[src/simd_alu_pkg.sv]
package simd_alu_pkg;

	// Datapath width
	localparam int word_w = 64;

	// Major opcode for register ALU instructions
	localparam logic [5:0] op_r_alu = 6'b101010;

	// Function codes
	localparam logic [5:0] fn_vand   = 6'b000001;
	localparam logic [5:0] fn_vor    = 6'b000010;
	localparam logic [5:0] fn_vxor   = 6'b000011;
	localparam logic [5:0] fn_vnot   = 6'b000100;
	localparam logic [5:0] fn_vmov   = 6'b000101;
	localparam logic [5:0] fn_vadd   = 6'b000110;
	localparam logic [5:0] fn_vsub   = 6'b000111;
	localparam logic [5:0] fn_vmuleu = 6'b001000;
	localparam logic [5:0] fn_vmulou = 6'b001001;
	localparam logic [5:0] fn_vsll   = 6'b001010;
	localparam logic [5:0] fn_vsrl   = 6'b001011;
	localparam logic [5:0] fn_vsra   = 6'b001100;
	localparam logic [5:0] fn_vrtth  = 6'b001101;

	typedef enum logic [1:0] {
		w8  = 2'd0,
		w16 = 2'd1,
		w32 = 2'd2,
		w64 = 2'd3
	} lane_width_t;

	// Lane 0 is the most significant lane in every view
	typedef union packed {
		logic [0:word_w/8-1][7:0]   b;
		logic [0:word_w/16-1][15:0] h;
		logic [0:word_w/32-1][31:0] w;
		logic [word_w-1:0]          d;
	} simd_word_t;

	typedef enum logic [3:0] {
		op_zero, op_and, op_or, op_xor, op_not, op_mov, op_add, op_sub,
		op_mule, op_mulo, op_sll, op_srl, op_sra, op_rot
	} alu_op_t;

	typedef enum logic [1:0] {
		unit_none, unit_addlog, unit_shift, unit_mult
	} alu_unit_t;

	// Which execution unit produces the result of an operation
	function automatic alu_unit_t unit_of(alu_op_t op);
		case (op)
			op_and, op_or, op_xor, op_not, op_mov, op_add, op_sub: return unit_addlog;
			op_sll, op_srl, op_sra, op_rot: return unit_shift;
			op_mule, op_mulo: return unit_mult;
			default: return unit_none;
		endcase
	endfunction

endpackage
[src/simd_lane_mult.sv]
`timescale 1ns/1ps

module simd_lane_mult import simd_alu_pkg::*; (
	input  alu_op_t     iss_op,
	input  lane_width_t iss_width,
	input  simd_word_t  iss_a,
	input  simd_word_t  iss_b,
	output simd_word_t  mult_res
);

	logic is_mult;
	logic odd;

	assign is_mult = (iss_op == op_mule) || (iss_op == op_mulo);
	// Odd picks input lane 2k+1, even picks lane 2k
	assign odd = (iss_op == op_mulo);

	// Output lane k is twice as wide as the input lanes
	always_comb begin
		mult_res = '0;
		if (is_mult) begin
			case (iss_width)
				w8: begin
					for (int k = 0; k < word_w / 16; k++) begin
						mult_res.h[k] = iss_a.b[2*k + int'(odd)] * iss_b.b[2*k + int'(odd)];
					end
				end
				w16: begin
					for (int k = 0; k < word_w / 32; k++) begin
						mult_res.w[k] = iss_a.h[2*k + int'(odd)] * iss_b.h[2*k + int'(odd)];
					end
				end
				w32: begin
					mult_res.d = iss_a.w[int'(odd)] * iss_b.w[int'(odd)];
				end
				// 64-bit lanes have no wider product lane
				w64: mult_res = '0;
			endcase
		end
	end

endmodule

[config.mk]
export PLATFORM = sky130hd
export DESIGN_NAME = simd_lane_mult
export DESIGN_NICKNAME = d
export VERILOG_FILES = /design/src/simd_alu_pkg.sv /design/src/simd_lane_mult.sv
export SDC_FILE = /design/constraint.sdc
export NUM_CORES = 2
export LEC_CHECK = 0
export ABC_AREA = 0
export BUFFER_PORTS_ARGS = -buffer_cell sky130_fd_sc_hd__buf_4
export CAP_MARGIN = 20
export CELL_PAD_IN_SITES_DETAIL_PLACEMENT = 0
export CELL_PAD_IN_SITES_GLOBAL_PLACEMENT = 1
export CORE_ASPECT_RATIO = 0.75
export CORE_MARGIN = 8
export CORE_UTILIZATION = 50
export DETAILED_ROUTE_END_ITERATION = 7
export PLACE_DENSITY_LB_ADDON = 0.1
export SLEW_MARGIN = 20
export SYNTH_ARGS = -nofsm -noshare
export SYNTH_HDL_FRONTEND = slang
export SYNTH_SLANG_ARGS = --single-unit
[constraint.sdc]
create_clock -name vclk -period 13.35
set_input_delay 0.6675 -clock vclk [all_inputs]
set_output_delay 0.6675 -clock vclk [all_outputs]
set_load 0.02 [all_outputs]
# [Yosys cells after proc, flatten, opt, wreduce, memory -nomap -nowiden]
# Index checks and enable logic that the tools add are counted.
[totals] regBits=0 output_inout_bits=64
[op_classes] addsub=3 mul=7 magnitude_cmp=7 n_eq_ne=5 muxes=44 n_bitwise=4 reduce_logical=2
[ops] cell="case mux 64 bit (4 select lines)" n=1
[ops] cell="binary-select mux 8 bit (select 3 bit)" n=8
[ops] cell="two-way mux 32 bit" n=6
[ops] cell="binary-select mux 16 bit (select 2 bit)" n=4
[ops] cell="greater-or-equal comparator 32 x 4 -> 1 bit, second input constant" n=4
[ops] cell="two-way mux 16 bit" n=8
[ops] cell="two-way mux 8 bit" n=16
[ops] cell="greater-or-equal comparator 32 x 3 -> 1 bit, second input constant" n=2
[ops] cell="multiplier 16 x 16 -> 32 bit" n=2
[ops] cell="multiplier 32 x 32 -> 64 bit" n=1
[ops] cell="multiplier 8 x 8 -> 16 bit" n=4
[ops] cell="two-way mux 64 bit" n=1
[ops] cell="NOT 4 -> 32 bit" n=2
[ops] cell="greater-or-equal comparator 32 x 2 -> 1 bit, second input constant" n=1
[ops] cell="NOT 1 -> 32 bit" n=1
[ops] cell="NOT 3 -> 32 bit" n=1
[ops] cell="adder 3 x 1 -> 4 bit, first input constant" n=2
[ops] cell="equality test 4 bit, second input constant" n=2
[ops] cell="equality test 2 bit, second input constant" n=2
[ops] cell="adder 2 x 1 -> 3 bit, first input constant" n=1
[ops] cell="equality test 2 x 1 -> 1 bit, second input constant" n=1
[ops] cell="logical NOT 2 bit" n=1
[ops] cell="logical OR 1 bit" n=1

# [Longest topological paths before layout]
[depth] word_depth=9 mapped_depth=36

# [Least setup slack after synthesis]
# OpenSTA, ideal clock, no wires.
[synth_timing] kind="input -> output" from="input iss_op[1]" to="output mult_res[55] (netlist name)" arrival_time_ns=8.996 t_required_ns=12.682 setup_slack_ns=3.687 stages=28 path_cell_list="nor2_1 > and2_1 > clkbuf_1 > nand2_1 > clkbuf_1 > clkbuf_1 > a21oi_1 > clkbuf_1 > nor2_1 > fa_1 > fa_1 > fa_1 > inv_1 > fa_1 > inv_1 > fa_1 > fa_1 > fa_1 > fa_1 > ha_1 > clkbuf_1 > nand4_1 > or4_1 > o21ai_2 > a41oi_2 > o21ai_2 > xnor2_1 > a221oi_1"
[synth_rtl] element="start, declared" line_no="simd_lane_mult.sv:4" rtl="input alu_op_t iss_op,"
[synth_rtl] element="end, declared" line_no="simd_lane_mult.sv:8" rtl="output simd_word_t mult_res"

==> summary.md <==
| Metric | Value |
|---|---|
| Status | finished, final reports clean |
| Wl on met1 | 105000 um |
| Mapped Cells | 7451 |
| Per-cell routed wire length | 28.61 um |
| First-pass GRT wire length | 382000 um |
| Final setup viols | 0 |
| Tcrit/Tclk final | 0.9333 |
| Routed Wire Length | 260700 um |
| Seq_cells | 0 |
| Die Ht | 315.8 um |
| Post-Syn Area | 59900 sq um |
| Worst Path Arrival | 11.79 ns |
| Synth Area in XOR/XNOR | 0.02222 |
| Ports | 198 |
| Final hold vios | 0 |
| Largest family of logic cells by synthesized area | adder cells |
| Sequential Area | 0 sq um |
| Routability Congestion | 1.045 |
| CP startpoint | iss_op[1] |
| Post-CTS sizing | 0 |
| Worst rel slew slack | 0.2001 |
| Hold Path Class | input port to output pin |
| Worst hold margin | 2.147 ns |
| Clock buffers | 0 |
| Setup_tns | 0 ns |
| HP Start | iss_width[1] |
| Via-to-Cell Ratio | 5.834 |
| Fmax | 80.26 MHz |
| Tmin final | 12.46 ns |
| Syn nets | 9628 |
| FILL cells | 11707 |
| Simple-gate share of the synthesized area | 0.1733 |
| Worst Path Required | 12.68 ns |
| Initial core utilization | 0.5014 |
| Die Wd | 415.7 um |
| Worst-Margin Slew | 1.197 ns |
| GRT overflow | 0 |
| DRC violations left | 0 |
| Max incr delay on CP | 0.86 ns |
| Final cell utilization of the core | 0.5347 |
| Core Region | 119500 sq um |
| Initial drt markers | 6029 |
| Maximum fanout along the worst path | 68 |
| Top sig layer | met5 |
| Synthesis-to-layout area growth | 6.640% |
| Synth Area in Compound Gates | 0.08043 |
| Adder-Cell Fraction of Synth Area | 0.6057 |
| Post-route cell area | 63880 sq um |
| Placed cell areas | 63860 sq um |
| Ratio of cells with drive above 1 in the final layout | 0.06080 |
| Most frequent cell after synthesis | inv_1 |
| Slowest stage cell on the critical path | and2_1 |
| Critical path type | input port to output pin |
| Synth area leaders | fa_1 (48%), ha_1 (13%), inv_1 (9.7%) |
| Vias in the first global route | 55156 |
| Met2 WL | 103600 um |
| First-pass detailed-route iteration total | 6 |
| Hold Buf Count CTS | 0 |
| Mux cell area share after synthesis | 0.002402 |
| Post-synth top area cell | fa_1 |
| Total GRT Usage | 0.3966 |
| Initial antenna violation count | 10 |
| Layout net count | 9712 |
| Register area share after synthesis | 0 |
| CP dominant cell by count | fa_1 |
| Setup repair bufs after CTS | 0 |
| Final Slew Violations | 0 |
| DIE AREA | 131300 sq um |
| Post-synth top cells | inv_1 (1549), nand2_1 (1429), fa_1 (1428), nor2_1 (931), ha_1 (615) |
| DR vias | 53162 |
| I/O Buffers | 198 |
| Post-Syn Area per Cell | 8.040 sq um |
| Antenna viol nets, final | 0 |
| Rows | 110 |
| Largest net degree at the start of global routing | 70 |
| Post-DP HPWL | 224900 um |
| WL met3 | 33680 um |
| RSZ-0062 raised after global routing | false |
| Distinct cells, synth | 78 |
| CP Capture Type | output pin |
| Startpoint Class | input port |
| Maximum capacitance violations | 0 |
| Ys Warns | 0 |
| Yosys top cell area share | 0.4772 |
[per-stage QoR]
step,setup slack [ns],cells
after floorplan,3.687,7451
after global placement,1.304,9101
after detailed placement,1.244,9101
after CTS,1.255,9101
after global routing,0.7632,9106
final,0.8902,9112
[critical path, delay by kind of cell]
kind | cells | cell delay [ns]
xor+xnor | 1 | 0.27
fa+ha+maj | 9 | 4.53
compound gates | 5 | 2.22
simple gates | 8 | 2.86
buf+inv | 6 | 1.17
[routing by layer]
layer  vias up  GRT usage
met4        10     0.2115
li1      22590          -
met2      3315     0.5598
met5         -   0.008837
met3       653     0.1295
met1     26594     0.5403
[area by class of cell]
type / count / area [sq um] / area share
antenna: 11 / 27.53 / 0.0004309
inverter: 1550 / 5818 / 0.09107
multi-input combinational: 5601 / 53170 / 0.8323
tap: 1568 / 1962 / 0.03071
timing repair buffer: 382 / 2905 / 0.04548
[logic make-up after synthesis]
| group | after synthesis |
|---|---|
| compound gates | 781 |
| xor+xnor | 152 |
| fa+ha+maj | 2043 |
| buf+inv | 1850 |
| mux | 14 |
| simple gates | 2611 |
[placed cells by master, fill, tap and decap left out, types with 9 or more instances in the layout]
master and n:
inv_1 1549, fa_1 1428, nand2_1 1425, nor2_1 930, ha_1 615, buf_4 379
a21oi_1 330, xnor2_1 103, o21ai_0 101, a21o_1 87, and2_1 71, xor2_1 49
and3_1 44, a21oi_2 35, o21bai_1 32, nor3_1 31, nand3_1 29, a211oi_1 22
a31oi_1 20, o211ai_1 19, o21a_1 16, nand4_1 16, nand2b_1 13, diode_2 11
or3_1 11, o31ai_1 11, mux2i_1 11, o22ai_1 9
[worst paths after layout]
path                            to  cells after the start
worst min-delay path  mult_res[55]                      6
worst max-delay path  mult_res[47]                     29
