**src/simd_alu_pkg.sv**
```systemverilog
package simd_alu_pkg;

	// Datapath width
	localparam int word_w = 64;

	// Major opcode for register ALU instructions
	localparam logic [5:0] op_r_alu = 6'b101010;

	// Function codes
	localparam logic [5:0] fn_vand   = 6'b000001;
	localparam logic [5:0] fn_vor    = 6'b000010;
	localparam logic [5:0] fn_vxor   = 6'b000011;
	localparam logic [5:0] fn_vnot   = 6'b000100;
	localparam logic [5:0] fn_vmov   = 6'b000101;
	localparam logic [5:0] fn_vadd   = 6'b000110;
	localparam logic [5:0] fn_vsub   = 6'b000111;
	localparam logic [5:0] fn_vmuleu = 6'b001000;
	localparam logic [5:0] fn_vmulou = 6'b001001;
	localparam logic [5:0] fn_vsll   = 6'b001010;
	localparam logic [5:0] fn_vsrl   = 6'b001011;
	localparam logic [5:0] fn_vsra   = 6'b001100;
	localparam logic [5:0] fn_vrtth  = 6'b001101;

	typedef enum logic [1:0] {
		w8  = 2'd0,
		w16 = 2'd1,
		w32 = 2'd2,
		w64 = 2'd3
	} lane_width_t;

	// Lane 0 is the most significant lane in every view
	typedef union packed {
		logic [0:word_w/8-1][7:0]   b;
		logic [0:word_w/16-1][15:0] h;
		logic [0:word_w/32-1][31:0] w;
		logic [word_w-1:0]          d;
	} simd_word_t;

	typedef enum logic [3:0] {
		op_zero, op_and, op_or, op_xor, op_not, op_mov, op_add, op_sub,
		op_mule, op_mulo, op_sll, op_srl, op_sra, op_rot
	} alu_op_t;

	typedef enum logic [1:0] {
		unit_none, unit_addlog, unit_shift, unit_mult
	} alu_unit_t;

	// Which execution unit produces the result of an operation
	function automatic alu_unit_t unit_of(alu_op_t op);
		case (op)
			op_and, op_or, op_xor, op_not, op_mov, op_add, op_sub: return unit_addlog;
			op_sll, op_srl, op_sra, op_rot: return unit_shift;
			op_mule, op_mulo: return unit_mult;
			default: return unit_none;
		endcase
	endfunction

endpackage
```
**src/simd_alu_writeback.sv**
```systemverilog
`timescale 1ns/1ps

module simd_alu_writeback import simd_alu_pkg::*; (
	input  logic       clk,
	input  logic       rst,
	input  logic       iss_valid,
	input  alu_op_t    iss_op,
	input  simd_word_t addlog_res,
	input  simd_word_t shift_res,
	input  simd_word_t mult_res,
	output logic       out_valid,
	output simd_word_t result
);

	simd_word_t sel_res;

	// Result of the unit that owns the operation
	always_comb begin
		case (unit_of(iss_op))
			unit_addlog: sel_res = addlog_res;
			unit_shift:  sel_res = shift_res;
			unit_mult:   sel_res = mult_res;
			default:     sel_res = '0;
		endcase
	end

	always_ff @(posedge clk) begin
		if (rst) begin
			out_valid <= 1'b0;
			result <= '0;
		end else begin
			out_valid <= iss_valid;
			// Hold last result across gaps
			if (iss_valid) begin
				result <= sel_res;
			end
		end
	end

endmodule

```
**config.mk**
```make
export PLATFORM = sky130hd
export DESIGN_NAME = simd_alu_writeback
export DESIGN_NICKNAME = d
export VERILOG_FILES = /design/src/simd_alu_pkg.sv /design/src/simd_alu_writeback.sv
export SDC_FILE = /design/constraint.sdc
export NUM_CORES = 1
export LEC_CHECK = 0
export BUFFER_PORTS_ARGS = -buffer_cell sky130_fd_sc_hd__buf_2
export CORE_AREA = 2 2 104 106
export CTS_CLUSTER_DIAMETER = 100
export CTS_CLUSTER_SIZE = 25
export DETAILED_ROUTE_END_ITERATION = 8
export DIE_AREA = 0 0 106 108
export PLACE_DENSITY = 0.78
export SLEW_MARGIN = 20
export SYNTH_ARGS = -nofsm -noshare
export SYNTH_HDL_FRONTEND = slang
export SYNTH_SLANG_ARGS = --single-unit
```
**constraint.sdc**
```tcl
create_clock -name clk -period 2.15 [get_ports clk]
set_clock_uncertainty 0.1 [all_clocks]
set_input_delay 0.3225 -clock clk [delete_from_list [all_inputs] [get_ports clk]]
set_output_delay 0.3225 -clock clk [all_outputs]
set_load 0.05 [all_outputs]
```
=== Word level (Yosys, flattened, before mapping) ===
Memories as Yosys holds them, arrays and structs flattened.
Index checks and enable logic that the tools add are counted.

* Register bits: 65
* ROM bits: 32
* Input port bits: 199
* Output and inout port bits: 65
* Logic and storage cells: 7
* Memories kept: 1

{| class="wikitable"
|+ Memory list
! name !! words !! width !! read ports !! clocked after Yosys merged registers in !! write ports !! line !! RTL
|-
| (no name shown) || 16 || 2 || 1 || 0 || 0 || simd_alu_pkg.sv:50 || <nowiki>case (op)</nowiki>
|}

* Eq/ne operators: 3
* Muxes and demuxes: 1

{| class="wikitable"
|+ Operators with widths
! kind !! count
|-
| $pmux W64 S3 || 1
|-
| $eq A2 B2 Y1 const B || 2
|-
| $eq A2 B1 Y1 const B || 1
|}

=== Depth between registers and ports, before layout ===
An unclocked memory read counts as a cell.

* Depth in word-level cells: 3
* Depth in mapped cells: 7
* Gate-level depth less buffers: 4

=== Worst setup path after synthesis ===
Ideal clock, no wire load.

* Path kind: input -> register
* From: input iss_op[2]
* To: register result[0] (netlist bit)
* Setup time: 0.120 ns
* Arrival time: 1.170 ns
* Required time: 1.930 ns
* Slack: 0.761 ns
* Stages: 6
* Path buffers: 2
* Path through: buf_6 > nor3_2 > nor2_4 > o21ai_4 > clkbuf_2 > o21ai_1

* Cells in the longest elaborated chain, start to end: 3
* Elaborated cells on any way between the ends: 5
* Those cells by class: eq/ne (3); mux (1); memory (1)

{| class="wikitable"
|+ Ends and longest elaborated chain
! element !! line !! RTL
|-
| start, declared || simd_alu_writeback.sv:7 || <nowiki>input alu_op_t iss_op,</nowiki>
|-
| $mem_v2 Z16 W2 * || -- ||
|-
| $eq A2 B2 Y1 / $eq A2 B1 Y1 (equally long branches) || simd_alu_writeback.sv:19 || <nowiki>case (unit_of(iss_op))</nowiki>
|-
| $pmux W64 S3 * || simd_alu_writeback.sv:19 ||
|-
| end signal, assigned || simd_alu_writeback.sv:35 || <nowiki>result <= sel_res;</nowiki>
|-
| end, declared || simd_alu_writeback.sv:12 || <nowiki>output simd_word_t result</nowiki>
|}

Mark *: on every way between the ends. The rest lies on a longest branch, timed or not.
A chain may end at the register's enable or synchronous reset.

=== Final worst setup path ===
* From: input iss_op[1]
* To: register result[54] (netlist bit)

Same word-level chain as after synthesis.

==> metrics.md <==
| Metric | Value |
|---|---|
| Status | `completed` |
| EDFF count, synth | `0` |
| FMAX | `671 MHz` |
| Post-DR wirelength/cell | `15.3 um` |
| Slowest stage delay, CP | `0.57 ns` |
| R2R cell count | `2` |
| R2r setup slk | `1.49 ns` |
| Vias | `4717` |
| Post-CTS Hold Fix Bufs | `0` |
| Pwr dens | `584 nW/um^2` |
| Sw power | `0.00108 W` |
| CP Launch Point | `iss_op[1]` |
| Largest area contributor in the netlist | `dfxtp_1` |
| Setup bufs post-CTS | `0` |
| Ports | `264` |
| Critical Path Stages | `5` |
| CTS buffer count | `9` |
| Core box area | `10200 sq um` |
| Crit-path cells | `buf_4, buf_4, o21ai_0, a22oi_1, o21ai_0` |
| Setup TNS | `0 ns` |
| Async SR Flop Fraction | `0` |
| Peak VDD IR | `0.294 mV` |
| H-Tree Depth | `3` |
| CP startpoint kind | `input pin` |
| Crit path max fanout | `84` |
| Post-route minimum period | `1.49 ns` |
| Vert. Die Dim | `108 um` |
| Top cells by count, synth | `87 x o21ai_1, 65 x dfxtp_1` |
| WP data required | `2.25 ns` |
| Sequential cell fraction of total power | `0.391` |
| CTS tree | `built` |
| Post-CTS Resized | `0` |
| Routed Antenna Nets | `0` |
| Syn_nets | `709` |
| Largest net degree at the start of global routing | `85` |
| RSZ-0062 raised after global routing | `false` |
| Post-synthesis sequential area ratio | `0.305` |
| Net Sw Frac | `0.326` |
| Final period util | `0.693` |
| Residual DRC count | `0` |
| Layout area overhead | `32.8%` |
| Most used DFF post-synth | `dfxtp_1` |
| Total power | `0.00331 W` |
| Most frequent cell after synthesis | `o21ai_1` |
| Slew HR | `0.504` |
| Post-synth cell types | `21` |
| Synthesis warning total | `0` |
| CP Capture Type | `flop` |
| WP buf/inv | `2` |
| Worst-Skew Late Latency | `0.33 ns` |
| Clk pwr share | `0.319` |
| Design internal power | `0.00223 W` |
| Clock tree sinks | `65` |
| P_leak | `2.67 nW` |
| Max cap viols | `0` |
| Mean Syn Cell Area | `8.37 sq um` |
| #FFs+latches synth | `65` |
| First-pass GRT wire length | `21300 um` |
| Die area | `11400 sq um` |
| Slowest cell on crit path | `buf_4` |
| Vias per std cell | `5.35` |
| Final Hold Fails | `0` |
| Die width | `106 um` |
| GRT Total Usage | `0.229` |
| WP data arrival | `1.59 ns` |
| Hold Path Class | `in -> reg` |
| Cell count after synthesis | `510` |
| Share of cells above drive strength 1 | `0.394` |
| Drt first pass iters | `5` |
| Combinational share of power | `0.290` |
| Worst slew pin tran | `0.743 ns` |
| # rows | `37` |
| Routability Congestion | `0.804` |
| Initial antenna violation count | `1` |
| Iteration-0 DRC Markers | `313` |
| RR Endpoint | `result[61]$_SDFFE_PP0P_` |
| Grt ovf | `0` |
| Yosys top cell area share | `0.305` |
| Cell Area, Synth | `4270 sq um` |
| CP Class | `in -> reg` |
| Final setup vio count | `0` |
| Number of global-route vias before repair | `4657` |
| RR Startpoint | `result[61]$_SDFFE_PP0P_` |
| Fin. max-slew vios | `0` |
| Critical Path End | `result[54]$_SDFFE_PP0P_` |
| Initial core utilization | `0.417` |
| Final #Nets | `939` |
| Max clock buf depth | `2` |
| CTS Root Cell | `clkbuf_8` |
| Final WL | `13500 um` |
| Clock slew at reported path FFs | `0.07 ns` |
| Count of buffers from port buffering | `263` |
| Synth top area cells | `dfxtp_1 30%, mux2i_1 15%, a22oi_1 11%` |
| Dpl hpwl | `10100 um` |
| Top cell family by delay on the critical path | `buffers and inverters` |
power by group through the flow:
stage / sequential, W / clock, W / combinational [W]
after floorplan: 0.00153 / 0 / 0.000449
after global placement: 0.00132 / 0 / 0.000929
after detailed placement: 0.00132 / 0 / 0.000957
after CTS: 0.00129 / 0.00109 / 0.000958
after global routing: 0.00130 / 0.00115 / 0.00104
final: 0.00129 / 0.00106 / 0.000958
worst min-delay path by stage:
stage	start	end	slack, ns	cells past startpoint
after floorplan	rst	out_valid$_SDFF_PP0_	0.34	1
after global placement	result[34]$_SDFFE_PP0P_	result[34]$_SDFFE_PP0P_	0.33	2
after detailed placement	result[4]$_SDFFE_PP0P_	result[4]$_SDFFE_PP0P_	0.34	2
after CTS	rst	out_valid$_SDFF_PP0_	0.12	2
after global routing	rst	out_valid$_SDFF_PP0_	0.13	2
final	rst	out_valid$_SDFF_PP0_	0.14	2
cells in the final DEF, fill, tap and decap left out, types with 2 or more instances in the layout:
master      instances
buf_2             261
buf_4              10
o21ai_1            87
o21ai_0            41
dfxtp_1            65
buf_12              3
nand3b_1           64
mux2i_1            64
nor2_4              2
nand2_1            64
a22oi_1            64
clkinvlp_4          3
clkbuf_8           11
state kept, by name (all words and copies together) (netlist names):
register and cells:
result 64, out_valid 1
metal layers:
| metal | share of wire | GRT usage |
|---|---|---|
| met1 | 0.38 | 0.241 |
| met2 | 0.51 | 0.424 |
| met3 | 0.076 | 0.0633 |
| met4 | 0.029 | 0.107 |
| met5 | 0 | 0 |
logic make-up (layout without fill, tap and decap cells):
group                  Yosys count  count (layout)  synth area share
AO/OA/AOI/OAI                  194             194             0.268
AND/OR/NAND/NOR                132             132             0.176
flip-flops                      65              65             0.305
multiplexers                    64              64             0.150
buffers and inverters           55             289             0.100
other                            0               1                 0
cell type report:
| class | instances | area, sq um |
|---|---|---|
| diodes | 1 | 2.50 |
| clock buffers | 11 | 151 |
| clock inverters | 4 | 52.6 |
| fillers | 940 | 4570 |
| multi-input cells | 390 | 2540 |
| flip-flops and latches | 65 | 1300 |
| well taps | 136 | 170 |
| repair buffers | 274 | 1440 |
through the flow:
stage          instances  hold slack [ns]  utilization  worst slack [ns]  instance area (sq um)
2_1_floorplan        510            0.336            -             0.761                   4270
3_3_place_gp         865            0.334        0.533             0.365                   5460
3_5_place_dp         865            0.340        0.533             0.318                   5460
4_1_cts              880            0.117        0.553             0.684                   5660
5_1_grt              881            0.131        0.554             0.553                   5660
6_report             881            0.138        0.554             0.661                   5660
No activity file was read; power rests on OpenSTA's default activity.
