[config.mk]
export PLATFORM = sky130hd
export DESIGN_NAME = simd_alu_issue
export DESIGN_NICKNAME = d
export VERILOG_FILES = /design/src/simd_alu_pkg.sv /design/src/simd_alu_issue.sv
export SDC_FILE = /design/constraint.sdc
export NUM_CORES = 1
export LEC_CHECK = 0
export BUFFER_PORTS_ARGS = -buffer_cell sky130_fd_sc_hd__buf_2
export CAP_MARGIN = 20
export CELL_PAD_IN_SITES_DETAIL_PLACEMENT = 2
export CELL_PAD_IN_SITES_GLOBAL_PLACEMENT = 2
export CORE_UTILIZATION = 25
export CTS_BUF_LIST = sky130_fd_sc_hd__clkbuf_8
export CTS_CLUSTER_SIZE = 24
export DETAILED_ROUTE_END_ITERATION = 10
export PLACE_DENSITY = 0.87
export SLEW_MARGIN = 20
export SYNTH_ARGS = -nofsm -noshare
export SYNTH_HDL_FRONTEND = slang
export SYNTH_SLANG_ARGS = --single-unit
[constraint.sdc]
create_clock -name clk -period 1 [get_ports clk]
set_input_delay 0.2 -clock clk [delete_from_list [all_inputs] [get_ports clk]]
set_output_delay 0.2 -clock clk [all_outputs]
set_load 0.01 [all_outputs]
[src/simd_alu_pkg.sv]
package simd_alu_pkg;

	// Datapath width
	localparam int word_w = 64;

	// Major opcode for register ALU instructions
	localparam logic [5:0] op_r_alu = 6'b101010;

	// Function codes
	localparam logic [5:0] fn_vand   = 6'b000001;
	localparam logic [5:0] fn_vor    = 6'b000010;
	localparam logic [5:0] fn_vxor   = 6'b000011;
	localparam logic [5:0] fn_vnot   = 6'b000100;
	localparam logic [5:0] fn_vmov   = 6'b000101;
	localparam logic [5:0] fn_vadd   = 6'b000110;
	localparam logic [5:0] fn_vsub   = 6'b000111;
	localparam logic [5:0] fn_vmuleu = 6'b001000;
	localparam logic [5:0] fn_vmulou = 6'b001001;
	localparam logic [5:0] fn_vsll   = 6'b001010;
	localparam logic [5:0] fn_vsrl   = 6'b001011;
	localparam logic [5:0] fn_vsra   = 6'b001100;
	localparam logic [5:0] fn_vrtth  = 6'b001101;

	typedef enum logic [1:0] {
		w8  = 2'd0,
		w16 = 2'd1,
		w32 = 2'd2,
		w64 = 2'd3
	} lane_width_t;

	// Lane 0 is the most significant lane in every view
	typedef union packed {
		logic [0:word_w/8-1][7:0]   b;
		logic [0:word_w/16-1][15:0] h;
		logic [0:word_w/32-1][31:0] w;
		logic [word_w-1:0]          d;
	} simd_word_t;

	typedef enum logic [3:0] {
		op_zero, op_and, op_or, op_xor, op_not, op_mov, op_add, op_sub,
		op_mule, op_mulo, op_sll, op_srl, op_sra, op_rot
	} alu_op_t;

	typedef enum logic [1:0] {
		unit_none, unit_addlog, unit_shift, unit_mult
	} alu_unit_t;

	// Which execution unit produces the result of an operation
	function automatic alu_unit_t unit_of(alu_op_t op);
		case (op)
			op_and, op_or, op_xor, op_not, op_mov, op_add, op_sub: return unit_addlog;
			op_sll, op_srl, op_sra, op_rot: return unit_shift;
			op_mule, op_mulo: return unit_mult;
			default: return unit_none;
		endcase
	endfunction

endpackage
[src/simd_alu_issue.sv]
`timescale 1ns/1ps

module simd_alu_issue import simd_alu_pkg::*; (
	input  logic        clk,
	input  logic        rst,
	input  logic        in_valid,
	input  logic [5:0]  opcode,
	input  logic [5:0]  func,
	input  lane_width_t width,
	input  simd_word_t  src_a,
	input  simd_word_t  src_b,
	output logic        iss_valid,
	output alu_op_t     iss_op,
	output lane_width_t iss_width,
	output simd_word_t  iss_a,
	output simd_word_t  iss_b
);

	alu_op_t dec_op;

	// Opcode and function to internal operation
	always_comb begin
		dec_op = op_zero;
		if (opcode == op_r_alu) begin
			case (func)
				fn_vand:   dec_op = op_and;
				fn_vor:    dec_op = op_or;
				fn_vxor:   dec_op = op_xor;
				fn_vnot:   dec_op = op_not;
				fn_vmov:   dec_op = op_mov;
				fn_vadd:   dec_op = op_add;
				fn_vsub:   dec_op = op_sub;
				// No 64x64 products
				fn_vmuleu: dec_op = (width == w64) ? op_zero : op_mule;
				fn_vmulou: dec_op = (width == w64) ? op_zero : op_mulo;
				fn_vsll:   dec_op = op_sll;
				fn_vsrl:   dec_op = op_srl;
				fn_vsra:   dec_op = op_sra;
				fn_vrtth:  dec_op = op_rot;
				default:   dec_op = op_zero;
			endcase
		end
	end

	always_ff @(posedge clk) begin
		if (rst) begin
			iss_valid <= 1'b0;
			iss_op <= op_zero;
		end else begin
			iss_valid <= in_valid;
			if (in_valid) begin
				iss_op <= dec_op;
			end
		end
	end

	// Operand capture
	always_ff @(posedge clk) begin
		if (in_valid) begin
			iss_width <= width;
			iss_a <= src_a;
			iss_b <= src_b;
		end
	end

endmodule

# [Word-level counts from Yosys, hierarchy flattened]
# Index checks and enable logic that the tools add are counted.
[word_totals] register_bits=135 output_inout_bits=135 elab_cells=24
[classes] mux=4 eq_ne=15
[op_table] op="4-bit case mux with 13 select lines" n=1
[op_table] op="6-bit by 4-bit equality test with 1-bit output, second input constant" n=6
[op_table] op="6-bit by 3-bit equality test with 1-bit output, second input constant" n=4
[op_table] op="6-bit by 2-bit equality test with 1-bit output, second input constant" n=2
[op_table] op="4-bit two-way mux" n=3
[op_table] op="6-bit by 1-bit equality test with 1-bit output, second input constant" n=1
[op_table] op="6-bit equality test, second input constant" n=1
[op_table] op="2-bit equality test, second input constant" n=1

# [Longest topological paths before layout]
[depth] depth_word=4 mapped_depth=4 depth_no_buf=4

# [Worst setup path after synthesis]
# OpenSTA, ideal clock, no wires.
[synth_timing] path_kind="input port to flip-flop" startpoint="input func[5]" endpoint="register iss_op[0]" required_ns=0.931 path_slack_ns=-0.024 setup_ns=0.069 t_arrival_ns=0.955 path_stages=4 cell_sequence="or3_1 > a31oi_1 > nand4_1 > o21ai_1"
[synth_via] elab_chain_len=3 elab_cells_between_ends=15
[synth_lines] element="start, declared" line_no="simd_alu_issue.sv:8" text="input logic [5:0] func,"
[synth_lines] element="6-bit by 4-bit equality test with 1-bit output (tied with other cells)" line_no="simd_alu_issue.sv:25" text="case (func)"
[synth_lines] element="4-bit case mux with 13 select lines (*)" line_no="simd_alu_issue.sv:25"
[synth_lines] element="4-bit two-way mux (*)" line_no="simd_alu_issue.sv:24" text="if (opcode == op_r_alu) begin"
[synth_lines] element="end signal, assigned" line_no="simd_alu_issue.sv:48" text="iss_op <= op_zero;"
[synth_lines] element="end signal, assigned" line_no="simd_alu_issue.sv:52" text="iss_op <= dec_op;"
[synth_lines] element="end, declared" line_no="simd_alu_issue.sv:13" text="output alu_op_t iss_op,"
# Every way passes the cells marked *; elsewhere a longest branch is shown, timed or not.
# A chain may end at the register's enable or synchronous reset.

# [Worst setup path after layout]
[layout_timing] startpoint="register iss_a[34] (netlist bit)" endpoint="output iss_a[34] (netlist bit)"
[layout_rtl] element="start, declared" line_no="simd_alu_issue.sv:15" text="output simd_word_t iss_a,"
[layout_rtl] element="start signal, assigned" line_no="simd_alu_issue.sv:61" text="iss_a <= src_a;"
# No word-level cell between the ends.

==> results.txt <==
- Critical Path RT: 0.80 ns
- Synthesized netlist net count: 306
- For the final database, setup skew stands at 0 ns.
- Post-detailed-routing wire length: 17750 um
- Clock-pin slew was measured on the worst setup and hold paths at 0.09 ns.
- At the pin with the least slew margin, the transition time is 0.4486 ns.
- Internal power consumption: 11.11 mW
- OpenSTA, run right after detailed placement, puts the worst setup slack at -0.2301 ns.
* Ratio of cells with drive above 1 in the final layout: 0.5380
- Vert. Die Dim: 130.7 um
- Routability-driven placement finished with a final weighted congestion of 0.7461.
- The routed design could run at a clock period as short as 1.252 ns.
* Final-layout fill cell count: 1534
* Slowest stage delay, CP: 0.45 ns
- Worst reg-to-reg setup slack: 0.36 ns
* Number of cells produced by synthesis: 161
- Of the available clock period, the critical path in the final layout requires 1.252.
- Placement Rows: 46
- Of the total power, the clock network draws 0.399.
- Slew Limit Fails: 0
* Slowest stage cell, crit path: edfxtp_1
- STA classifies the critical path startpoint as a flop.
- After detailed routing, the average wire length per cell comes to 21.25 um.
- Sequential-to-total area share from yosys stat: 0.9662
- The number of buffers and inverters on the critical path is 1.
- Core region area: 16060 um2
- During placement, the flow inserted port buffers numbering 279.
* Antenna viol nets, final: 0
- Global-route wire length before repair: 24470 um
* Worst-path cell chain: buf_6
- Kind of end point of the critical path: output port
- Combinational group share of total power: 0.121
- Dividing total power by cell area gives a power density of 1794 nW/um2.
- In this run the deepest clock path goes through 2 buffers.
- Synthesis inferred 135 register bits.
- Aggregate global-route resource usage: 0.2087
* Syn Std Cell Area: 4144 um2
- Via count of the first global-routing pass: 4000
- Summed over all nets, the switching power comes to 3.136 mW.
- Finish-stage setup viols: 135
* Count of unique library cells instantiated by Yosys: 18
- Number of antenna violations at the first check in global routing: 0
- The detailed router placed 3414 vias in this run.
- The worst pin sits at a relative slew slack of 0.7003.
- Violations in the final reports: negative setup slack
- The die is 130.7 um wide.
* Share of power burned in registers: 0.481
- Once the clock tree was built, the setup fixing pass inserted 0 buffers.
* WP data arrival: 1.05 ns
* Number of violations of the max-capacitance limit: 0
* Number of top-level design ports: 280
* # H-tree levels: 4
- Worst min-delay path class: input port to flop
- DRC violations left: 0
- The first TritonRoute pass finished after 4 iterations.
- Number of antenna cells inserted: 0
- Across all setup checks in the final design, the least slack found is -0.2524 ns.
- Switching portion of total power: 0.2202
* Number of warnings issued by yosys: 0
* DRC marker count from the first detailed-route iteration: 156
- Detailed placer's ending HPWL: 11320 um
- Die area: 17090 um2
* Nets@finish: 751
* Power consumption: 14.24 mW
- Avg Synthesized Cell Area: 25.74 um2
- Maximum fanout encountered on the critical timing path: 1
* Leakage: 3.390 nW
* Highest achievable clock rate: 0.7985 GHz
* Unrepaired setup endpoints after global routing: true
* Initial core utilization: 0.2581
- Number of buffers added by the clock tree synthesis step: 17
* TritonCTS clock tree: yes
- From synthesis to final layout, the design area changed by 91.52%.
- Cell family contributing the most delay on the critical path: flip-flops
- Maximum number of pins on one net before global-route repair: 27
- Final hold violations: 0
- Multi-input logic area: 136.4 um2
- The worst-case IR drop observed on VDD is 0.9087 mV.
- Root Driver: clkbuf_8
* Kind of critical path: flop to output port
* Outcome: finished with violations
- For the worst-skew pair, the clock arrives at the later sink with an insertion delay of 0.43 ns.
- Seq. cell area: 4010 um2
* Final global-route overflow total: 0
- Sink count of the clock tree: 135
- Average via count per standard cell: 4.089
==> state kept, by name, indices dropped and copies added (netlist names) <==
register,count
iss_a,64
iss_b,64
iss_op,4
iss_width,2
iss_valid,1
==> final timing paths <==
kind / start / to / depth (start not counted)
worst min register to register: iss_op[0] / iss_op[0] / 2
worst min-delay path: rst / iss_op[2] / 3
worst max-delay path: iss_a[34] / iss_a[34] / 1
worst max register to register: iss_op[2] / iss_op[2] / 2
==> kinds of logic after synthesis <==
family | count (synthesis) | synth area share
AND/OR/NAND/NOR | 18 | 0.02416
buffers and inverters | 1 | 0.0009049
AO/OA/AOI/OAI | 7 | 0.008755
flip-flops | 135 | 0.9662
==> Yosys cell counts <==
library cell / number / area [um2]
dfxtp_1: 5 / 100.1
a21oi_1: 2 / 10.01
nor4bb_1: 1 / 10.01
nor2_1: 1 / 3.750
nand4_1: 2 / 12.51
nor3b_1: 1 / 7.510
o21ai_1: 3 / 15.01
inv_1: 1 / 3.750
o21ai_0: 1 / 5.000
or4_1: 1 / 7.510
a31oi_1: 1 / 6.260
nand2b_1: 1 / 6.260
nand4b_1: 1 / 8.760
nor3_1: 1 / 5.000
edfxtp_1: 130 / 3904
nor2b_1: 1 / 6.260
or3_1: 1 / 6.260
nand2_1: 7 / 26.28
==> area by class of cell <==
| class | count | area share |
|---|---|---|
| tap | 216 | 0.03405 |
| inverter | 1 | 0.0004730 |
| clock buffer | 21 | 0.03642 |
| multi-input combinational | 25 | 0.01718 |
| clock inverter | 11 | 0.02743 |
| sequential | 135 | 0.5053 |
| timing repair buffer | 426 | 0.3792 |
==> cell usage in the layout (no fill, tap or decap), drive strengths merged, types with 2 or more instances in the layout <==
cell | Yosys | routed
dlygate4sd3 | 0 | 130
edfxtp | 130 | 130
a21oi | 2 | 2
nand2 | 7 | 7
dfxtp | 5 | 5
o21ai | 4 | 4
nand4 | 2 | 2
buf | 0 | 296
clkinvlp | 0 | 2
clkbuf | 0 | 21
clkinv | 0 | 3
bufinv | 0 | 6
==> repair_timing <==
item                                    in CTS  in global routing
gates cloned                                 0                  0
endpoints found under the setup margin     135                135
hold buffers                               130                  0
gates resized for setup                     14                 18
hold endpoints to repair                   130                  0
==> power groups by stage <==
stage          combinational (mW)  sequential [mW]  clock (mW)
6_report                     1.72             6.85        5.68
5_1_grt                      1.83             6.88        6.06
4_1_cts                      1.65             6.83        5.79
3_5_place_dp                 1.22             6.95           0
3_3_place_gp                 1.16             6.90           0
2_1_floorplan              0.0188             7.15           0
==> per-stage QoR <==
stage          setup TNS, ns  instance area, um2    util  hold slack [ns]  instances
2_1_floorplan       -0.05327                4144       -           0.2691        161
3_3_place_gp         -0.5999                5991  0.3731           0.3761        673
3_5_place_dp          -1.088                5991  0.3731           0.3784        673
4_1_cts               -27.79                7855  0.4892        0.0008273        835
5_1_grt               -31.02                7936  0.4942         0.008564        835
6_report              -22.06                7936  0.4942          0.04829        835
==> worst min-delay path: stages <==
cell and delay (ns):
buf_2 0.09, buf_4 0.12, a21oi_1 0.05
==> routing by layer <==
layer,global-route usage,wire length (um)
met1,0.1923,5641
met2,0.4308,10900
met3,0.05863,992
met4,0.06558,207
met5,0,0
Note: power is estimated with default switching activity, not from simulation.
