### src/simd_alu_pkg.sv
package simd_alu_pkg;

	// Datapath width
	localparam int word_w = 64;

	// Major opcode for register ALU instructions
	localparam logic [5:0] op_r_alu = 6'b101010;

	// Function codes
	localparam logic [5:0] fn_vand   = 6'b000001;
	localparam logic [5:0] fn_vor    = 6'b000010;
	localparam logic [5:0] fn_vxor   = 6'b000011;
	localparam logic [5:0] fn_vnot   = 6'b000100;
	localparam logic [5:0] fn_vmov   = 6'b000101;
	localparam logic [5:0] fn_vadd   = 6'b000110;
	localparam logic [5:0] fn_vsub   = 6'b000111;
	localparam logic [5:0] fn_vmuleu = 6'b001000;
	localparam logic [5:0] fn_vmulou = 6'b001001;
	localparam logic [5:0] fn_vsll   = 6'b001010;
	localparam logic [5:0] fn_vsrl   = 6'b001011;
	localparam logic [5:0] fn_vsra   = 6'b001100;
	localparam logic [5:0] fn_vrtth  = 6'b001101;

	typedef enum logic [1:0] {
		w8  = 2'd0,
		w16 = 2'd1,
		w32 = 2'd2,
		w64 = 2'd3
	} lane_width_t;

	// Lane 0 is the most significant lane in every view
	typedef union packed {
		logic [0:word_w/8-1][7:0]   b;
		logic [0:word_w/16-1][15:0] h;
		logic [0:word_w/32-1][31:0] w;
		logic [word_w-1:0]          d;
	} simd_word_t;

	typedef enum logic [3:0] {
		op_zero, op_and, op_or, op_xor, op_not, op_mov, op_add, op_sub,
		op_mule, op_mulo, op_sll, op_srl, op_sra, op_rot
	} alu_op_t;

	typedef enum logic [1:0] {
		unit_none, unit_addlog, unit_shift, unit_mult
	} alu_unit_t;

	// Which execution unit produces the result of an operation
	function automatic alu_unit_t unit_of(alu_op_t op);
		case (op)
			op_and, op_or, op_xor, op_not, op_mov, op_add, op_sub: return unit_addlog;
			op_sll, op_srl, op_sra, op_rot: return unit_shift;
			op_mule, op_mulo: return unit_mult;
			default: return unit_none;
		endcase
	endfunction

endpackage
### src/simd_add_logic.sv
`timescale 1ns/1ps

module simd_add_logic import simd_alu_pkg::*; (
	input  alu_op_t     iss_op,
	input  lane_width_t iss_width,
	input  simd_word_t  iss_a,
	input  simd_word_t  iss_b,
	output simd_word_t  addlog_res
);

	logic       is_sub;
	simd_word_t opnd_b;
	simd_word_t arith;

	// Subtract is a plus inverted b plus one in every lane
	assign is_sub = (iss_op == op_sub);
	assign opnd_b.d = is_sub ? ~iss_b.d : iss_b.d;

	// Carries stop at the lane border
	always_comb begin
		arith = '0;
		case (iss_width)
			w8: begin
				for (int i = 0; i < word_w / 8; i++) begin
					arith.b[i] = iss_a.b[i] + opnd_b.b[i] + 8'(is_sub);
				end
			end
			w16: begin
				for (int i = 0; i < word_w / 16; i++) begin
					arith.h[i] = iss_a.h[i] + opnd_b.h[i] + 16'(is_sub);
				end
			end
			w32: begin
				for (int i = 0; i < word_w / 32; i++) begin
					arith.w[i] = iss_a.w[i] + opnd_b.w[i] + 32'(is_sub);
				end
			end
			w64: arith.d = iss_a.d + opnd_b.d + word_w'(is_sub);
		endcase
	end

	// Bitwise operations are width independent
	always_comb begin
		case (iss_op)
			op_and:         addlog_res.d = iss_a.d & iss_b.d;
			op_or:          addlog_res.d = iss_a.d | iss_b.d;
			op_xor:         addlog_res.d = iss_a.d ^ iss_b.d;
			op_not:         addlog_res.d = ~iss_a.d;
			op_mov:         addlog_res = iss_a;
			op_add, op_sub: addlog_res = arith;
			default:        addlog_res = '0;
		endcase
	end

endmodule

### config.mk
export PLATFORM = sky130hd
export DESIGN_NAME = simd_add_logic
export DESIGN_NICKNAME = d
export VERILOG_FILES = /design/src/simd_alu_pkg.sv /design/src/simd_add_logic.sv
export SDC_FILE = /design/constraint.sdc
export NUM_CORES = 1
export LEC_CHECK = 0
export BUFFER_PORTS_ARGS = -buffer_cell sky130_fd_sc_hd__buf_4
export CAP_MARGIN = 20
export CORE_MARGIN = 2
export CORE_UTILIZATION = 38
export DETAILED_ROUTE_END_ITERATION = 16
export GPL_TIMING_DRIVEN = 1
export REMOVE_ABC_BUFFERS = 1
export SETUP_SLACK_MARGIN = 0.4
export SLEW_MARGIN = 25
export SYNTH_ARGS = -nofsm -noshare
export SYNTH_HDL_FRONTEND = slang
export SYNTH_SLANG_ARGS = --single-unit
export TNS_END_PERCENT = 100
### constraint.sdc
create_clock -name vclk -period 4.4
set_input_delay 0 -clock vclk [all_inputs]
set_output_delay 0 -clock vclk [all_outputs]
set_load 0.005 [all_outputs]
# == Yosys cells after proc, flatten, opt, wreduce, memory -nomap -nowiden ==
# Index checks and enable logic that the tools add are counted.
# W data, S select, Z words.
# word_totals
regBits,0
output_inout_bits,64
# classes
n_bitwise,5
eq_ne,10
n_reduce_logical,2
mux,3
add_sub_neg,30
# ops
operator,n
$pmux W64 S6,1
$pmux W64 S4,1
$not A64 Y64,2
$add A16 B1 Y16,4
$add A16 B16 Y16,4
$add A32 B1 Y32,2
$add A32 B32 Y32,2
$add A64 B1 Y64,1
$add A64 B64 Y64,1
$add A8 B1 Y8,8
$add A8 B8 Y8,8
$and A64 B64 Y64,1
$mux W64,1
$or A64 B64 Y64,1
$xor A64 B64 Y64,1
$eq A4 B3 Y1 const B,4
$eq A4 B2 Y1 const B,2
$eq A2 B2 Y1 const B,2
$eq A4 B1 Y1 const B,1
$eq A2 B1 Y1 const B,1
$logic_not A2 Y1,1
$reduce_or A2 Y1,1

# == Longest topological paths before layout ==
# Gate-level depths: netlist (run 1).
# depth
word_depth,6
depth_mapped,16
mapped_depth_nobuf,13

# == Least setup slack after synthesis (run 1) ==
# Ideal clock, no wire load.
# synth_path
path_type,in2out
startpoint,input iss_op[0]
endpoint,output addlog_res[59] (netlist bit)
path_buffers,4
required_ps,4400
t_arrival_ps,3381
path_stages,16
slack_ps,1019
path_cell_list,buf_2 > nand4b_4 > buf_1 > clkbuf_1 > xnor2_1 > ha_1 > buf_6 > a21o_1 > a21o_1 > a221oi_2 > nand3_2 > a21oi_2 > o21ai_2 > a21oi_2 > mux2_1 > o21a_1
# synth_rtl
element,line,text
start: declaration,simd_add_logic.sv:4,"input alu_op_t iss_op,"
end: declaration,simd_add_logic.sv:8,output simd_word_t addlog_res

==> impl_metrics.json, run 1 <==
{
  "slew_headroom_pct": 40.0,
  "crit_path_frequent_cell": "buf_4",
  "crit_arrival_ps": 3760,
  "slew_viol_final": 0,
  "crit_chain": "buf_4 -> nand4b_4 -> buf_4 -> xnor2_1 -> ha_1 -> a21o_1 -> a21o_1 -> a221oi_1 -> nand2_1 -> nand3_1 -> nand2_1 -> o21ai_1 -> mux2i_1 -> or2_1 -> buf_4",
  "start_kind": "input pin",
  "drt_wl_total_um": 41600,
  "ctsHoldBuffers": 0,
  "final_common_cell": "buf_4",
  "fp.dieW_um": 176,
  "num_antenna_cells": 0,
  "status": "finished, final reports clean",
  "slowest_stage": "a221oi_1",
  "placed_cell_area_um2": 13000,
  "p_leak_nw": 6.24,
  "setup_tns_ps": 0,
  "drc_errors": 0,
  "p_int_w": 0.000759,
  "nets": 2078,
  "hold_class": "input pin to output pin",
  "die_y_um": 176,
  "syn_avg_cell_area_um2": 6.99,
  "whs_ps": 457,
  "fin_area_um2": 13000,
  "placed_cells": 2121,
  "dpl.hpwl_um": 33600,
  "fmax_mhz": 266,
  "final_cell_mix": "buf_4 (222), ha_1 (203), inv_1 (155)",
  "seq_power_share_pct": 0,
  "maxCapViolCount": 0,
  "synth_cell_types": 83,
  "swShare_pct": 59.3,
  "drtAntennaViolNets": 0,
  "multi_input_area_um2": 10300,
  "drtIter0Drc": 895,
  "num_rows": 63,
  "power.total_w": 0.00187,
  "tightest_slew_ps": 897,
  "synthesis.area_um2": 11300,
  "postCtsSetupBuffers": 0,
  "period_share_pct": 85.5,
  "syn_to_final_growth_pct": 15.5,
  "drive_gt1_share_pct": 15.8,
  "nFillCells": 3092,
  "regArea_um2": 0,
  "yosys-top-cells-area": "ha_1 (23%), xnor2_1 (7.7%), xor2_1 (7.5%)",
  "io_pins": 198,
  "io_buffers": 198,
  "ys_warn_count": 0,
  "grt_max_degree": 45,
  "cp_max_fo": 20,
  "clock_power_share_pct": 0,
  "synth_top_area_share_pct": 22.6,
  "crit_required_ps": 4400,
  "clock_buffer_count": 0,
  "critPathMaxStageDelay_ps": 630,
  "cts_resized": 0,
  "core_um2": 29400,
  "initial_core_util_pct": 38.3,
  "grt_setup_unrepaired": "false",
  "grt_pass1_vias": 12200,
  "setup_viol": 0,
  "p_per_area_nw_per_um2": 144,
  "dieArea_um2": 31000,
  "report.final.hold_viol_count": 0,
  "worst_ir_drop_vdd_mv": 0.0577,
  "overflow": 0,
  "seq_cell_count": 0,
  "synthCells": 1611,
  "layoutNonFillerInstCount": 2121,
  "grt_pass1_wl_um": 65800,
  "drt-pass1-iter-count": 7,
  "worstSetupPathType": "input pin to output pin",
  "avgViaCountPerCell": 5.87,
  "antenna_found_initial": 0,
  "period_needed_ps": 3760,
  "wl_per_cell_um": 19.6,
  "switchingPower_w": 0.00111,
  "end_kind": "output pin",
  "yosysTopAreaCell": "ha_1",
  "ys_seq_area_share_pct": 0,
  "p_comb_share_pct": 100.0,
  "vias": 12500,
  "gp_congestion": 0.964,
  "grt_usage_pct": 25.9
}
per-layer routing:
layer	vias up	share of wire (%)	track usage, %
li1	6095	-	-
met1	5877	45	35.1
met2	425	46	44.5
met3	63	6.0	1.51
met4	0	2.7	6.89
met5	-	0	0
logic make-up (layout without fill, tap and decap cells):
logic type / after synthesis / count (layout) / share of synthesized area [%]
and+or+nand+nor: 356 / 356 / 15.3
xor gates and xnor gates: 196 / 196 / 15.2
muxes: 16 / 16 / 1.43
buffers and inverters: 258 / 378 / 8.99
adders and majority gates: 211 / 211 / 24.0
AOI/OAI and AO/OA: 574 / 574 / 35.0
through the flow:
step / utilization [%] / setup slack, ps
final: 44.2 / 639
after global routing: 44.2 / 439
after floorplan: - / 749
after CTS: 44.2 / 702
after global placement: 44.2 / 733
after detailed placement: 44.2 / 705
cells in the mapped netlist, drive strengths merged, types with 7 or more instances:
master,n
fa,8
o22ai,62
inv,155
and2,7
xnor2,99
o21bai,19
o31ai,14
a211o,7
a221oi,56
a31oi,24
a21o,50
nor3,25
nand2,121
o211ai,13
and3,10
xor2,97
nor2,90
nand3,24
a211oi,11
ha,203
o21a,10
nand4,32
mux2i,15
o21ai,121
a21oi,129
nand2b,12
clkbuf,69
a221o,12
buf,33
or2,7
o221ai,11
area by class of cell:
type	count	area share (%)
well taps	390	3.75
inverters	156	4.50
repair buffers	222	12.8
multi-input cells	1353	78.9
worst max-delay path: cells and delay by family:
| kind | cells | cell delay [ps] |
|---|---|---|
| simple gates | 5 | 1030 |
| buf+inv | 3 | 640 |
| mux | 1 | 120 |
| fa+ha+maj | 1 | 480 |
| xor+xnor | 1 | 180 |
| compound gates | 4 | 1280 |
path summary, 6_finish.rpt:
kind	start	end	slack, ps	cells past startpoint
hold / removal	iss_b[42]	addlog_res[42]	460	5
setup / recovery	iss_op[3]	addlog_res[55]	640	15
power by group through the flow:
stage / logic, W / registers [W] / clock network, W
after floorplan: 0.00118 / 0 / 0
after detailed placement: 0.00184 / 0 / 0
final: 0.00187 / 0 / 0
after CTS: 0.00185 / 0 / 0
after global routing: 0.00205 / 0 / 0
after global placement: 0.00182 / 0 / 0
(Power assumes the default switching activity.)
==> inputs of run 2 (changes only) <==
- CORE_ASPECT_RATIO: not set -> 1.5
==> impl_metrics.json, run 2 (same netlist as run 1, synthesis figures left out) <==
{
  "period_share_pct": 87.2,
  "initial_core_util_pct": 38.4,
  "clock_buffer_count": 0,
  "drt-pass1-iter-count": 5,
  "p_per_area_nw_per_um2": 145,
  "grt-busiest-layer": "met2",
  "gp_congestion": 0.995,
  "final_common_cell": "buf_4",
  "tightest_slew_ps": 856,
  "drt_wl_total_um": 43700,
  "worstSetupPathType": "input pin to output pin",
  "grtUsageMet1_pct": 31.5,
  "nets": 2076,
  "placed_cells": 2123,
  "num_rows": 77,
  "wl_per_cell_um": 20.6,
  "setup_ws_ps": 564,
  "slew_viol_final": 0,
  "p_int_w": 0.000763,
  "critPathMaxStageDelay_ps": 610,
  "switchingPower_w": 0.00113,
  "grt_pass1_vias": 12600,
  "fmax_mhz": 261,
  "grt_max_degree": 45,
  "postLayoutCoreUtil_pct": 44.5,
  "drtAntennaViolNets": 0,
  "slowest_stage": "a31oi_1",
  "slew_headroom_pct": 42.8,
  "seq_power_share_pct": 0,
  "io_buffers": 198,
  "holdPathStages": 5,
  "setup_tns_ps": 0,
  "overflow": 0,
  "io_pins": 198,
  "status": "finished, final reports clean",
  "end_kind": "output pin",
  "grt_setup_unrepaired": "false",
  "setup_viol": 0,
  "antenna_found_initial": 0,
  "final_cell_mix": "buf_4 (218), ha_1 (203), inv_1 (155)",
  "period_needed_ps": 3840,
  "met3_usage_pct": 1.31,
  "cp_max_fo": 16,
  "core_um2": 29300,
  "avgViaCountPerCell": 5.94,
  "report.final.hold_viol_count": 0,
  "die_y_um": 215,
  "placed_cell_area_um2": 13000,
  "crit_arrival_ps": 3840,
  "crit_path_frequent_cell": "buf_4",
  "drive_gt1_share_pct": 15.7,
  "crit_required_ps": 4400,
  "dieArea_um2": 31100,
  "swShare_pct": 59.6,
  "layoutNonFillerInstCount": 2124,
  "vias": 12600,
  "seq_cell_count": 0,
  "drc_errors": 0,
  "min_to": "addlog_res[42]",
  "grt_usage_pct": 27.0,
  "regArea_um2": 0,
  "p_leak_nw": 6.24,
  "num_antenna_cells": 0,
  "grt_pass1_wl_um": 67800,
  "syn_to_final_growth_pct": 15.6,
  "worst_ir_drop_vdd_mv": 0.0586,
  "nFillCells": 3137,
  "fp.dieW_um": 145,
  "clock_power_share_pct": 0,
  "hold_class": "input pin to output pin",
  "drtIter0Drc": 832,
  "crit_chain": "buf_4 -> nand4b_4 -> buf_4 -> xnor2_1 -> ha_1 -> and4_4 -> nand3_1 -> o211ai_2 -> o2111a_1 -> o2111ai_2 -> a31oi_1 -> nor2_1 -> mux2i_1 -> nand3_1 -> buf_4",
  "p_comb_share_pct": 100.0,
  "place_ws_ps": 584,
  "start_kind": "input pin",
  "maxCapViolCount": 0,
  "hold_path_startpoint": "iss_b[42]",
  "grtUsageMet2_pct": 50.6,
  "fin_area_um2": 13000,
  "dpl.hpwl_um": 35100
}
run 2: cell types whose count changed in the layout (fill, tap and decap cells not counted):
cell / previous run / this run
buf_4: 222 / 218
buf_12: 0 / 2
a21oi_1: 123 / 122
a21oi_2: 5 / 6
run 2: timing repair:
action                                  4_1_cts  5_1_grt
hold buffers                                  0        0
endpoints found under the hold margin         0        0
buffers inserted                              0        1
resized for setup                             0        1
endpoints found under the setup margin        0        3
run 2: critical path: cells and delay by family:
kind,cells,cell delay (ps)
xor gates and xnor gates,1,160
adders and majority gates,1,450
AOI/OAI and AO/OA,4,1440
and+or+nand+nor,5,970
muxes,1,190
buffers and inverters,3,610
run 2: worst max-delay path by stage:
| stage | cells past startpoint | to | start |
|---|---|---|---|
| after floorplan | 12 | addlog_res[59] | iss_op[3] |
| after global placement | 15 | addlog_res[60] | iss_op[3] |
| after detailed placement | 15 | addlog_res[60] | iss_op[0] |
| after CTS | 15 | addlog_res[60] | iss_op[0] |
| after global routing | 15 | addlog_res[60] | iss_op[3] |
| final | 15 | addlog_res[60] | iss_op[3] |
run 2: routing by layer:
layer / up-vias / wire, µm
met2: 430 / 22500
met3: 100 / 2100
met1: 6008 / 17000
met4: 0 / 2070
li1: 6070 / -
met5: - / 0
run 2: cell type report:
| class | instances | area [µm²] | area share [%] |
|---|---|---|---|
| multi-input combinational | 1353 | 10300 | 78.8 |
| timing repair buffer | 220 | 1680 | 12.9 |
| tap | 395 | 494 | 3.80 |
| inverter | 156 | 586 | 4.50 |
run 2: power by group through the flow:
stage / Sequential, W / Clock (W) / Combinational (W)
final: 0 / 0 / 0.00189
after global routing: 0 / 0 / 0.00207
after CTS: 0 / 0 / 0.00187
after detailed placement: 0 / 0 / 0.00186
after global placement: 0 / 0 / 0.00184
after floorplan: 0 / 0 / 0.00118
run 2: per-stage QoR:
| step | hold WS (ps) | total power (W) |
|---|---|---|
| CTS | 469 | 0.00187 |
| floorplan | 126 | 0.00118 |
| finish | 465 | 0.00189 |
| global route | 498 | 0.00207 |
| global placement | 452 | 0.00184 |
| detailed placement | 459 | 0.00186 |
==> inputs of run 3 (changes only) <==
- CORE_UTILIZATION: 38 -> 45
- PLACE_DENSITY: not set -> 0.66
==> impl_metrics.json, run 3 (same netlist as run 1, synthesis figures left out) <==
{
  "swShare_pct": 59.2,
  "setup_viol": 0,
  "regArea_um2": 0,
  "overflow": 0,
  "slew_headroom_pct": 44.9,
  "dpl.hpwl_um": 34000,
  "drt-pass1-iter-count": 5,
  "fp.dieW_um": 133,
  "drtAntennaViolNets": 0,
  "seq_cell_count": 0,
  "gp_congestion": 1.01,
  "hold_class": "input pin to output pin",
  "maxCapViolCount": 0,
  "grt_max_degree": 51,
  "postLayoutCoreUtil_pct": 53.0,
  "p_comb_share_pct": 100.0,
  "clock_buffer_count": 0,
  "crit_required_ps": 4400,
  "worst_ir_drop_vdd_mv": 0.0584,
  "switchingPower_w": 0.00111,
  "slew_viol_final": 0,
  "postCtsSetupBuffers": 0,
  "io_pins": 198,
  "num_rows": 70,
  "cts_resized": 0,
  "drtIter0Drc": 841,
  "syn_to_final_growth_pct": 15.4,
  "crit_arrival_ps": 3800,
  "placed_cells": 2060,
  "grt_pass1_wl_um": 65500,
  "status": "finished, final reports clean",
  "cp_max_fo": 12,
  "final_common_cell": "buf_4",
  "fin_area_um2": 13000,
  "io_buffers": 198,
  "p_leak_nw": 6.28,
  "grt_usage_pct": 30.5,
  "tightest_slew_ps": 823,
  "grt_setup_unrepaired": "false",
  "start_kind": "input pin",
  "vias": 12700,
  "final_cell_mix": "buf_4 (224), ha_1 (203), inv_1 (155)",
  "setup_ws_ps": 604,
  "die_y_um": 198,
  "p_per_area_nw_per_um2": 144,
  "avgViaCountPerCell": 6.16,
  "drive_gt1_share_pct": 16.0,
  "p_int_w": 0.000765,
  "wl_per_cell_um": 20.4,
  "ctsHoldBuffers": 0,
  "report.final.hold_viol_count": 0,
  "placed_cell_area_um2": 13000,
  "drc_errors": 0,
  "period_needed_ps": 3800,
  "grt_pass1_vias": 12600,
  "dieArea_um2": 26300,
  "initial_core_util_pct": 45.9,
  "core_um2": 24500,
  "fmax_mhz": 263,
  "seq_power_share_pct": 0,
  "setup_tns_ps": 0,
  "clock_power_share_pct": 0,
  "nFillCells": 2514,
  "end_kind": "output pin",
  "worstSetupPathType": "input pin to output pin",
  "nets": 2083,
  "period_share_pct": 86.3,
  "layoutNonFillerInstCount": 2061,
  "drt_wl_total_um": 42100,
  "antenna_found_initial": 1,
  "place_ws_ps": 718
}
[run 3: cell count changes in the layout (fill, tap and decap cells not counted), sizes merged]
cell   before  now
buf       220  227
diode       0    1
[run 3: area by class of cell]
class | count | area (µm²) | area share [%]
well taps | 324 | 405 | 3.12
repair buffers | 227 | 1740 | 13.4
inverters | 156 | 586 | 4.51
multi-input cells | 1353 | 10300 | 79.0
diodes | 1 | 2.50 | 0.0193
[run 3: final timing paths]
path | from | endpoint | slack, ps | cells past startpoint
max | iss_op[1] | addlog_res[55] | 600 | 15
min | iss_b[2] | addlog_res[2] | 460 | 4
[run 3: per-layer routing]
layer	global-route usage (%)	vias to the layer above	share of wire, %
met4	12.6	0	4.9
met2	59.2	424	52
met3	2.05	116	4.4
met5	0	-	0
met1	34.1	6042	39
li1	-	6113	-
[run 3: power groups by stage]
stage	logic (W)	clock network, W	registers, W
CTS	0.00186	0	0
global route	0.00205	0.0000000000304	0
floorplan	0.00118	0	0
detailed placement	0.00185	0	0
finish	0.00188	0.0000000000304	0
global placement	0.00183	0	0
[run 3: per-stage QoR]
stage	power (W)	hold slack, ps
global route	0.00205	499
floorplan	0.00118	126
CTS	0.00186	462
global placement	0.00183	453
finish	0.00188	461
detailed placement	0.00185	460
[run 3: worst max-delay path, cell delays in order]
cell	delay (ps)
buf_4	160
nand4b_4	330
buf_4	290
xnor2_1	140
ha_1	460
nand4_1	300
nor3_1	320
o311ai_1	180
nand3_2	150
a21oi_2	100
o32ai_1	530
o21ai_1	280
mux2i_1	170
or2_1	250
buf_4	140
